==> src/hw/frontend_pkg.sv <==
package frontend_pkg;

    // field widths of a mips instruction word
    localparam int OPCODE_W = 6;
    localparam int REG_W    = 5;
    localparam int SHAMT_W  = 5;
    localparam int FUNCT_W  = 6;
    localparam int IMM_W    = 16;
    localparam int TARGET_W = 26; // j / jal word index

    typedef logic [31:0]      addr_t;
    typedef logic [31:0]      word_t;
    typedef logic [REG_W-1:0] reg_idx_t;

    typedef struct packed {
        logic [OPCODE_W-1:0] opcode;
        reg_idx_t            rs;
        reg_idx_t            rt;
        reg_idx_t            rd;
        logic [SHAMT_W-1:0]  shamt;
        logic [FUNCT_W-1:0]  funct;
    } r_fmt_t;

    typedef struct packed {
        logic [OPCODE_W-1:0] opcode;
        reg_idx_t            rs;
        reg_idx_t            rt;
        logic [IMM_W-1:0]    imm;
    } i_fmt_t;

    // jump format overlaps the low bits of the immediate view
    typedef union packed {
        r_fmt_t r;
        i_fmt_t i;
    } instr_t;

    typedef enum logic [1:0] {
        KIND_R,
        KIND_I,
        KIND_J
    } instr_kind_e;

    localparam logic [OPCODE_W-1:0] OP_SPECIAL = 6'h00;
    localparam logic [OPCODE_W-1:0] OP_J       = 6'h02;
    localparam logic [OPCODE_W-1:0] OP_JAL     = 6'h03;

    localparam addr_t PC_STEP = 32'd4;

endpackage

==> src/hw/instr_stream_if.sv <==
`timescale 1ns/100ps

interface instr_stream_if;
    import frontend_pkg::*;

    logic  valid;
    logic  ready;
    addr_t pc;    // address the word was fetched from
    word_t instr;

    modport sender (
        output valid,
        output pc,
        output instr,
        input  ready
    );

    modport receiver (
        input  valid,
        input  pc,
        input  instr,
        output ready
    );

endinterface

==> src/hw/decode_stage.sv <==
`timescale 1ns/100ps

module decode_stage (
    input  logic                              aclk,
    input  logic                              rst_n,
    instr_stream_if.receiver                  dec_in,
    // trace port
    output logic                              dec_valid,
    input  logic                              dec_ready,
    output frontend_pkg::addr_t               dec_pc,
    output frontend_pkg::instr_kind_e         dec_kind,
    output logic [frontend_pkg::OPCODE_W-1:0] dec_opcode,
    output frontend_pkg::reg_idx_t            dec_rs,
    output frontend_pkg::reg_idx_t            dec_rt,
    output frontend_pkg::reg_idx_t            dec_rd,
    output frontend_pkg::word_t               dec_imm,
    // fetch redirect
    output logic                              redirect_valid,
    output frontend_pkg::addr_t               redirect_pc
);
    import frontend_pkg::*;

    instr_t      instr;
    addr_t       seq_pc;       // pc of the following slot
    word_t       jump_target;
    instr_kind_e kind_d;
    word_t       imm_d;
    logic        load;

    assign instr  = dec_in.instr;
    assign seq_pc = dec_in.pc + PC_STEP;

    // region of the next pc, word index, byte offset
    assign jump_target = {seq_pc[31:TARGET_W+2], instr.i[TARGET_W-1:0], 2'b00};

    always_comb begin
        if (instr.r.opcode == OP_SPECIAL) begin
            kind_d = KIND_R;
            imm_d  = {{(32-SHAMT_W){1'b0}}, instr.r.shamt};
        end else if (instr.i.opcode == OP_J || instr.i.opcode == OP_JAL) begin
            kind_d = KIND_J;
            imm_d  = jump_target;
        end else begin
            kind_d = KIND_I;
            imm_d  = {{(32-IMM_W){instr.i.imm[IMM_W-1]}}, instr.i.imm};
        end
    end

    // jump leaves on the trace port -> flush everything behind it
    assign redirect_valid = dec_valid && dec_ready && (dec_kind == KIND_J);
    assign redirect_pc    = dec_imm;

    assign dec_in.ready = (!dec_valid || dec_ready) && !redirect_valid;
    assign load         = dec_in.valid && dec_in.ready;

    always_ff @(posedge aclk) begin
        if (!rst_n) begin
            dec_valid <= 1'b0;
        end else if (load) begin
            dec_valid <= 1'b1;
        end else if (dec_ready) begin
            dec_valid <= 1'b0; // drained
        end
    end

    // payload only moves on a load, so it holds under back-pressure
    always_ff @(posedge aclk) begin
        if (load) begin
            dec_pc     <= dec_in.pc;
            dec_kind   <= kind_d;
            dec_opcode <= instr.r.opcode;
            dec_rs     <= instr.i.rs;
            dec_rt     <= instr.i.rt;
            dec_rd     <= instr.r.rd;
            dec_imm    <= imm_d;
        end
    end

endmodule

==> src/hw/fetch_unit.sv <==
`timescale 1ns/100ps

module fetch_unit #(
    parameter frontend_pkg::addr_t reset_pc        = 32'hbfc0_0000,
    parameter int                  max_outstanding = 4
) (
    input  logic                aclk,
    input  logic                rst_n,
    // axi read address
    output logic                arvalid,
    input  logic                arready,
    output frontend_pkg::addr_t araddr,
    // axi read data
    input  logic                rvalid,
    output logic                rready,
    input  frontend_pkg::word_t rdata,
    // jump redirect from decode
    input  logic                redirect_valid,
    input  frontend_pkg::addr_t redirect_pc,
    instr_stream_if.sender      fetch_out
);
    import frontend_pkg::*;

    localparam int PTR_W = (max_outstanding > 1) ? $clog2(max_outstanding) : 1;
    localparam int CNT_W = $clog2(max_outstanding + 1);

    logic             started_q;     // first cycle after reset is idle
    addr_t            pc_q;          // next address to request
    logic [CNT_W-1:0] inflight_q;    // accepted addresses not yet answered
    logic [CNT_W-1:0] discard_q;     // stale responses still to drop
    logic [PTR_W-1:0] push_ptr_q;
    logic [PTR_W-1:0] pop_ptr_q;

    addr_t            pc_fifo [max_outstanding];

    logic             ar_fire;
    logic             r_fire;
    logic             discarding;
    logic             below_limit;

    function automatic logic [PTR_W-1:0] ptr_inc(input logic [PTR_W-1:0] ptr);
        logic [PTR_W-1:0] nxt;
        if (ptr == PTR_W'(max_outstanding - 1)) begin
            nxt = '0;
        end else begin
            nxt = ptr + 1'b1;
        end
        return nxt;
    endfunction

    assign discarding  = (discard_q != '0);
    assign below_limit = (inflight_q < CNT_W'(max_outstanding));

    // address is pulled back while a redirect is in progress
    assign arvalid = started_q && below_limit && !redirect_valid;
    assign araddr  = pc_q;
    assign ar_fire = arvalid && arready;

    // stale words are drained at full rate, live ones wait on the buffer
    assign rready = discarding ? 1'b1 : fetch_out.ready;
    assign r_fire = rvalid && rready;

    // response passes straight through to the stream
    assign fetch_out.valid = rvalid && !discarding;
    assign fetch_out.pc    = pc_fifo[pop_ptr_q];
    assign fetch_out.instr = rdata;

    always_ff @(posedge aclk) begin
        if (!rst_n) begin
            started_q <= 1'b0;
            pc_q      <= reset_pc;
        end else begin
            started_q <= 1'b1;
            if (redirect_valid) begin
                pc_q <= redirect_pc;
            end else if (ar_fire) begin
                pc_q <= pc_q + PC_STEP;
            end
        end
    end

    // outstanding and discard bookkeeping
    always_ff @(posedge aclk) begin
        if (!rst_n) begin
            inflight_q <= '0;
            discard_q  <= '0;
        end else begin
            inflight_q <= inflight_q + CNT_W'(ar_fire) - CNT_W'(r_fire);
            if (redirect_valid) begin
                // everything still in flight is younger than the jump
                discard_q <= inflight_q - CNT_W'(r_fire);
            end else if (r_fire && discarding) begin
                discard_q <= discard_q - 1'b1;
            end
        end
    end

    always_ff @(posedge aclk) begin
        if (!rst_n) begin
            push_ptr_q <= '0;
            pop_ptr_q  <= '0;
        end else begin
            if (ar_fire) begin
                push_ptr_q <= ptr_inc(push_ptr_q);
            end
            if (r_fire) begin
                pop_ptr_q <= ptr_inc(pop_ptr_q);
            end
        end
    end

    // pc of each request, popped in order as responses come back
    always_ff @(posedge aclk) begin
        if (ar_fire) begin
            pc_fifo[push_ptr_q] <= pc_q;
        end
    end

endmodule

==> src/hw/frontend_top.sv <==
`timescale 1ns/100ps

module frontend_top #(
    parameter frontend_pkg::addr_t reset_pc        = 32'hbfc0_0000,
    parameter int                  max_outstanding = 4,
    parameter int                  buf_depth       = 4
) (
    input  logic                              aclk,
    input  logic                              rst_n,
    // axi read address channel
    output logic                              arvalid,
    input  logic                              arready,
    output frontend_pkg::addr_t               araddr,
    // axi read data channel
    input  logic                              rvalid,
    output logic                              rready,
    input  frontend_pkg::word_t               rdata,
    // decoded instruction trace
    output logic                              dec_valid,
    input  logic                              dec_ready,
    output frontend_pkg::addr_t               dec_pc,
    output frontend_pkg::instr_kind_e         dec_kind,
    output logic [frontend_pkg::OPCODE_W-1:0] dec_opcode,
    output frontend_pkg::reg_idx_t            dec_rs,
    output frontend_pkg::reg_idx_t            dec_rt,
    output frontend_pkg::reg_idx_t            dec_rd,
    output frontend_pkg::word_t               dec_imm
);
    import frontend_pkg::*;

    logic  redirect_valid;
    addr_t redirect_pc;

    instr_stream_if fetch_bus ();  // fetch -> buffer
    instr_stream_if dec_bus ();    // buffer -> decode

    fetch_unit #(
        .reset_pc        (reset_pc),
        .max_outstanding (max_outstanding)
    ) u_fetch_unit (
        .aclk            (aclk),
        .rst_n           (rst_n),
        .arvalid         (arvalid),
        .arready         (arready),
        .araddr          (araddr),
        .rvalid          (rvalid),
        .rready          (rready),
        .rdata           (rdata),
        .redirect_valid  (redirect_valid),
        .redirect_pc     (redirect_pc),
        .fetch_out       (fetch_bus.sender)
    );

    instr_buffer #(
        .buf_depth       (buf_depth)
    ) u_instr_buffer (
        .aclk            (aclk),
        .rst_n           (rst_n),
        .redirect_valid  (redirect_valid),
        .buf_in          (fetch_bus.receiver),
        .buf_out         (dec_bus.sender)
    );

    decode_stage u_decode_stage (
        .aclk            (aclk),
        .rst_n           (rst_n),
        .dec_in          (dec_bus.receiver),
        .dec_valid       (dec_valid),
        .dec_ready       (dec_ready),
        .dec_pc          (dec_pc),
        .dec_kind        (dec_kind),
        .dec_opcode      (dec_opcode),
        .dec_rs          (dec_rs),
        .dec_rt          (dec_rt),
        .dec_rd          (dec_rd),
        .dec_imm         (dec_imm),
        .redirect_valid  (redirect_valid),
        .redirect_pc     (redirect_pc)
    );

endmodule

==> src/hw/instr_buffer.sv <==
`timescale 1ns/100ps

module instr_buffer #(
    parameter int buf_depth = 4
) (
    input  logic             aclk,
    input  logic             rst_n,
    input  logic             redirect_valid,
    instr_stream_if.receiver buf_in,
    instr_stream_if.sender   buf_out
);
    import frontend_pkg::*;

    localparam int PTR_W = $clog2(buf_depth);
    localparam int CNT_W = PTR_W + 1;

    addr_t            pc_mem   [buf_depth];
    word_t            word_mem [buf_depth];

    logic [PTR_W-1:0] wr_ptr_q;
    logic [PTR_W-1:0] rd_ptr_q;
    logic [CNT_W-1:0] count_q;  // occupancy

    logic             full;
    logic             wr_en;
    logic             rd_en;

    assign full = (count_q == CNT_W'(buf_depth));

    assign buf_in.ready = !full;
    // writes during a redirect would be younger than the jump
    assign wr_en = buf_in.valid && buf_in.ready && !redirect_valid;

    assign buf_out.valid = (count_q != '0);
    assign buf_out.pc    = pc_mem[rd_ptr_q];
    assign buf_out.instr = word_mem[rd_ptr_q];
    assign rd_en         = buf_out.valid && buf_out.ready;

    always_ff @(posedge aclk) begin
        if (!rst_n) begin
            wr_ptr_q <= '0;
            rd_ptr_q <= '0;
            count_q  <= '0;
        end else if (redirect_valid) begin
            // flush
            wr_ptr_q <= '0;
            rd_ptr_q <= '0;
            count_q  <= '0;
        end else begin
            if (wr_en) begin
                wr_ptr_q <= wr_ptr_q + 1'b1; // power of two depth wraps naturally
            end
            if (rd_en) begin
                rd_ptr_q <= rd_ptr_q + 1'b1;
            end
            count_q <= count_q + CNT_W'(wr_en) - CNT_W'(rd_en);
        end
    end

    always_ff @(posedge aclk) begin
        if (wr_en) begin
            pc_mem[wr_ptr_q]   <= buf_in.pc;
            word_mem[wr_ptr_q] <= buf_in.instr;
        end
    end

endmodule

==> config.mk <==
export PLATFORM = sky130hd
export DESIGN_NAME = frontend_top
export DESIGN_NICKNAME = d
export VERILOG_FILES = /design/src/hw/frontend_pkg.sv /design/src/hw/instr_stream_if.sv /design/src/hw/decode_stage.sv /design/src/hw/fetch_unit.sv /design/src/hw/frontend_top.sv /design/src/hw/instr_buffer.sv
export SDC_FILE = /design/constraint.sdc
export NUM_CORES = 1
export LEC_CHECK = 0
export ABC_CLOCK_PERIOD_IN_PS = 12400
export BUFFER_PORTS_ARGS = -buffer_cell sky130_fd_sc_hd__buf_2
export CELL_PAD_IN_SITES_DETAIL_PLACEMENT = 0
export CELL_PAD_IN_SITES_GLOBAL_PLACEMENT = 1
export CORE_ASPECT_RATIO = 0.8
export CORE_MARGIN = 1
export CORE_UTILIZATION = 51
export DETAILED_ROUTE_END_ITERATION = 10
export GPL_ROUTABILITY_DRIVEN = 0
export PLACE_DENSITY_LB_ADDON = 0.3
export SYNTH_ARGS = -nofsm -noshare
export SYNTH_HDL_FRONTEND = slang
export SYNTH_SLANG_ARGS = --single-unit
export TNS_END_PERCENT = 1
==> constraint.sdc <==
create_clock -name aclk -period 12.4 [get_ports aclk]
set_input_delay 0.62 -clock aclk [delete_from_list [all_inputs] [get_ports aclk]]
set_output_delay 0.62 -clock aclk [all_outputs]
set_load 0.05 [all_outputs]
### Yosys cells after proc, flatten, opt, wreduce, memory -nomap -nowiden

Memories as Yosys holds them, arrays and structs flattened. A register that Yosys moved wholly into a read port is not among the register bits.
Cells that the tools add are included.

* logic and storage cells: 89
* memories kept: 3
* RAM bits: 384
* output and inout bits: 122
* input bits: 37
* flip-flop bits (word level): 138

* bitwise logic cells: 1
* $lt $le $gt $ge: 1
* equality and inequality tests: 6
* $add $sub $neg: 12
* muxes and demuxes: 23
* reductions and logical operators: 25

Memories
* u_fetch_unit.pc_fifo: words 4, bits a word 32, read ports 1, clocked after Yosys merged registers in 1, write ports 1, RTL line fetch_unit.sv:34 `addr_t pc_fifo [max_outstanding];`
* u_instr_buffer.pc_mem: words 4, bits a word 32, read ports 1, clocked after Yosys merged registers in 1, write ports 1, RTL line instr_buffer.sv:17 `addr_t pc_mem [buf_depth];`
* u_instr_buffer.word_mem: words 4, bits a word 32, read ports 1, clocked after Yosys merged registers in 1, write ports 1, RTL line instr_buffer.sv:18 `word_t word_mem [buf_depth];`

Operator list (number)
* $mux W32: 3
* $add A32 B3 Y32 const B: 2
* $mux W2: 9
* $eq A6 B2 Y1 const B: 2
* $logic_and A1 B1 Y1: 12
* $sub A3 B1 Y3: 3
* $add A2 B1 Y2 const B: 4
* $mux W1: 8
* $add A3 B1 Y3: 2
* $eq A2 B2 Y1 const B: 3
* $logic_not A6 Y1: 1
* $mux W3: 2
* $reduce_bool A2 Y1: 3
* $reduce_bool A3 Y1: 2
* $mux W5: 1
* $logic_not A1 Y1: 4
* $eq A3 B3 Y1 const B: 1
* $lt A3 B3 Y1 const B: 1
* $sub A3 B1 Y3 const B: 1
* $logic_or A1 B1 Y1: 2
* $reduce_or A2 Y1: 1
* $not A1 Y1: 1

### Depth between registers and ports, before layout

* word-level depth: 7
* gate-level depth with buffers: 13

### Cells and area by module

From an unflattened synthesis, not the netlist that was laid out.

* cells, all modules: 1129
* area total of the unflattened synthesis: 20761.2 um^2

By module, submodules not included
* instr_buffer: times used 1, cells each 386, area an instance 9776.9 um^2
* fetch_unit: times used 1, cells each 523, area an instance 7479.7 um^2
* decode_stage: times used 1, cells each 220, area an instance 3504.6 um^2

### Least setup slack after synthesis

OpenSTA, ideal clock, no wires.

* path type: flip-flop to flip-flop
* start: register u_decode_stage.dec_kind[0]
* end: register u_instr_buffer.count_q[2]
* period minus slack after synthesis: 9.189 ns
* setup time: 0.121 ns
* data required time: 12.279 ns
* stages on the path, launching flop included: 12
* buffers on the path: 1
* arrival time: 9.068 ns
* setup slack: 3.211 ns
* cell sequence: edfxtp_1 and4b_1 clkbuf_1 nor3_1 ha_1 inv_1 ha_1 inv_1 fa_1 xor2_1 xnor2_1 nor2_1

* cells in the longest elaborated chain, start to end: 6

RTL lines
* start, declared: RTL line decode_stage.sv:11 `output frontend_pkg::instr_kind_e dec_kind,`
* start signal, assigned: RTL line decode_stage.sv:70 `dec_kind <= kind_d;`
* $eq A2 B2 Y1: RTL line decode_stage.sv:50 `assign redirect_valid = dec_valid && dec_ready && (dec_kind == KIND_J);`
* $logic_and A1 B1 Y1: RTL line decode_stage.sv:50
* $logic_not A1 Y1: RTL line decode_stage.sv:53 `assign dec_in.ready = (!dec_valid || dec_ready) && !redirect_valid;`
* $logic_and A1 B1 Y1: RTL line decode_stage.sv:53
* $logic_and A1 B1 Y1
* via u_decode_stage.load: RTL line decode_stage.sv:28 `logic load;`
* $sub A3 B1 Y3: RTL line instr_buffer.sv:56 `count_q <= count_q + CNT_W'(wr_en) - CNT_W'(rd_en);`
* end signal, assigned: RTL line instr_buffer.sv:56
* end, declared: RTL line instr_buffer.sv:22 `logic [CNT_W-1:0] count_q;`

The timed path passes the listed nets, and every way through them passes these cells.
A chain may end at the register's enable or synchronous reset.

==> results.toml <==
[setup_path]
cp_cell_sequence = "buf_4 > mux4_2 > nor3b_4 > nor2_1 > a22o_1"
cp.arrival_ns = 4.07
worst_setup_path_end_kind = "flop"
r2r_cells = 5
rr_endpoint = "u_decode_stage.dec_imm[1]$_DFFE_PP_"
critPathKind = "reg2reg"
endpoint = "u_decode_stage.dec_imm[1]$_DFFE_PP_"
rrSetupSlack_ns = 8.65
worstPathRequired_ns = 12.73
critPathMaxStageDelay_ns = 0.79
cp_max_fo = 39
start_kind = "flop"
crit_path_top_delay_cell = "nor3b_4"

[grt]
grt_overflow_total = 0
grt_usage_pct = 20.9
grt_start_max_net_pins = 70
grt_pass1_vias = 9601
grt_pass1_wl_um = 60800
antenna_found_initial = 3

[detailed_routing]
routed_wl_um = 40400
routedWlPerCell_um = 23.5
num_vias = 9796
via_per_inst = 5.69
drt_drc_violations_left = 0
dr.first_iter.drc_count = 742
ant_nets = 0
first_pass_iters = 5

[power]
powerDensity_nw_per_um2 = 252
p_sw_share_pct = 34.9
power_uw = 5700
clkPwrFrac_pct = 25.0
p_int_uw = 3710
combPwrFrac_pct = 29.1
p_leak_uw = 0.00750
irDropWorstVdd_mv = 0.249
p_sw_uw = 1990
seqPwrFrac_pct = 45.9

[layout]
final_area_um2 = 22600
post_route_cells_drive_above_1_share_pct = 28.7
fillers = 2788
final_cell_mix = "471 x edfxtp_1, 158 x buf_2, 96 x mux4_2"
fin_nets = 1239
layout_commonest_cell = "edfxtp_1"
ff_latch_area_um2 = 15300
multi_input_area_um2 = 4260
syn_to_final_growth_pct = 14.5

[synth]
synth-edff-count = 471
async_reset_ff_share_pct = 0
ys_ff_latch = 526
ys_types = 49
syn_avg_cell_area_um2 = 19.8
netlist_instances = 999
synthFlopType = "edfxtp_1"
syn-cell-area_um2 = 19800
syn_nets = 1056
seq_area_frac_synth_pct = 77.1
synth_warnings = 0

[floorplan]
fp.dieH_um = 178
core_area_um2 = 38200
initial_utilization_pct = 51.7
dieArea_um2 = 39500
top_level_ports = 159
fp.dieW_um = 222
rows = 64

[timing]
setup_slack_ns = 8.65
setup-violations-final = 0
fmax_mhz = 267
tns_ns = 0
period_share_pct = 30.2
period_needed_ns = 3.75
rsz0062_at_grt = "false"
slew_viol_final = 0
hold_ws_ns = 0.264
tightest_slew_ns = 1.07
hold_viol_final = 0
finClkSkew_ns = 0.0178
slew_headroom_pct = 29.0

[clock_network]
numCtsBuffers = 51
cts.sinks = 526
cts_root_buf = "clkbuf_16"
clock_latency_ns = 0.57
post_cts_buffers = 0
clk_pin_slew_worst_paths_ns = 0.06
cts_buffer_depth = 3
cts_resized = 0
cts_tree = "done"
cts_hold_buf = 0
cts_max_level = 2

[hold_path]
min_path_type = "in2reg"

[placed_design]
dpl_cell_area_um2 = 21100
portBuffers = 158
hpwl_um = 25500
place_ws_ns = 8.60

[outcome]
status = "completed"

[run]
drv_cap = 0
## power by group through the flow
stage	sequential, uW	combinational [uW]	clock (uW)
6_report	2620	1660	1420
4_1_cts	2630	1690	1450
3_5_place_dp	2660	1680	0
5_1_grt	2650	1760	1520
2_1_floorplan	3150	727	0
3_3_place_gp	2650	1660	0
## worst min-delay path by stage
| stage | from | end | slack [ns] | depth (start not counted) |
|---|---|---|---|---|
| after detailed placement | u_fetch_unit.pop_ptr_q[1]$_SDFFE_PN0N_ | flop | 0.49 | 2 |
| after CTS | rdata[13] | u_instr_buffer.word_mem[2][13]$_DFFE_PP_ | 0.24 | 1 |
| after floorplan | u_fetch_unit.pop_ptr_q[1]$_SDFFE_PN0N_ | flop | 0.45 | 2 |
| after global routing | rdata[8] | u_instr_buffer.word_mem[3][8]$_DFFE_PP_ | 0.25 | 1 |
| after global placement | u_fetch_unit.pop_ptr_q[1]$_SDFFE_PN0N_ | u_fetch_unit.pop_ptr_q[1]$_SDFFE_PN0N_ | 0.48 | 2 |
| final | rdata[0] | u_instr_buffer.word_mem[2][0]$_DFFE_PP_ | 0.26 | 1 |
## cells in the mapped netlist (all sizes together), types with 17 or more instances
master	instances	area, um^2
inv	20	75.1
nor2	45	169
ha	18	225
dfxtp	55	1100
edfxtp	471	14100
buf	20	116
xor2	20	175
a21oi	23	115
nand4	17	106
nand2	36	135
mux4	96	2160
clkbuf	20	75.1
## per-stage QoR
stage                     cells  utilization [%]
after floorplan             999                -
after global placement     1624             55.2
after detailed placement   1624             55.2
after CTS                  1720             59.2
after global routing       1720             59.2
final                      1721             59.2
## area by class of cell
class / instances / share of cell area, %
Tap cell: 495 / 2.74
Inverter: 22 / 0.365
Sequential cell: 526 / 67.4
Timing Repair Buffer: 170 / 3.89
Multi-Input combinational cell: 411 / 18.8
Antenna cell: 1 / 0.0111
Clock buffer: 71 / 6.15
Clock inverter: 25 / 0.619
## sequential cells by signal, indices dropped and copies added, names as in the netlist, 2 cells and up, named ones only
name / flops
u_fetch_unit.pc_fifo: 128
u_instr_buffer.pc_mem: 128
u_instr_buffer.word_mem: 128
u_decode_stage.dec_imm: 32
u_decode_stage.dec_pc: 32
u_fetch_unit.araddr: 32
u_decode_stage.dec_opcode: 6
u_decode_stage.dec_rd: 5
u_decode_stage.dec_rs: 5
u_decode_stage.dec_rt: 5
u_fetch_unit.discard_q: 3
u_fetch_unit.inflight_q: 3
u_instr_buffer.count_q: 3
u_decode_stage.dec_kind: 2
u_fetch_unit.pop_ptr_q: 2
u_fetch_unit.push_ptr_q: 2
u_instr_buffer.rd_ptr_q: 2
u_instr_buffer.wr_ptr_q: 2
## worst max-delay path: cells and delay by family, from the launching register on
| kind | cells | cell delay [ns] |
|---|---|---|
| AOI/OAI and AO/OA | 1 | 0.30 |
| muxes | 1 | 0.65 |
| buffers and inverters | 1 | 0.75 |
| and+or+nand+nor | 2 | 1.07 |
| DFF | 1 | 0.71 |
## kinds of logic after synthesis
kind of cell	count (synthesis)	share of synthesized area [%]
xor gates and xnor gates	33	1.46
buffers and inverters	62	1.39
and+or+nand+nor	169	4.48
AOI/OAI and AO/OA	82	2.70
muxes	107	11.5
DFF	526	77.1
adders and majority gates	20	1.34
## layer usage
| metal | part of all wire (%) | vias up | routed length, um | track usage [%] |
|---|---|---|---|---|
| li1 | - | 4392 | - | - |
| met1 | 44 | 5051 | 17900 | 30.6 |
| met2 | 48 | 304 | 19500 | 33.5 |
| met3 | 6.0 | 47 | 2420 | 3.29 |
| met4 | 1.5 | 2 | 612 | 4.80 |
| met5 | 0.025 | - | 10 | 0 |
(Power assumes the default switching activity.)
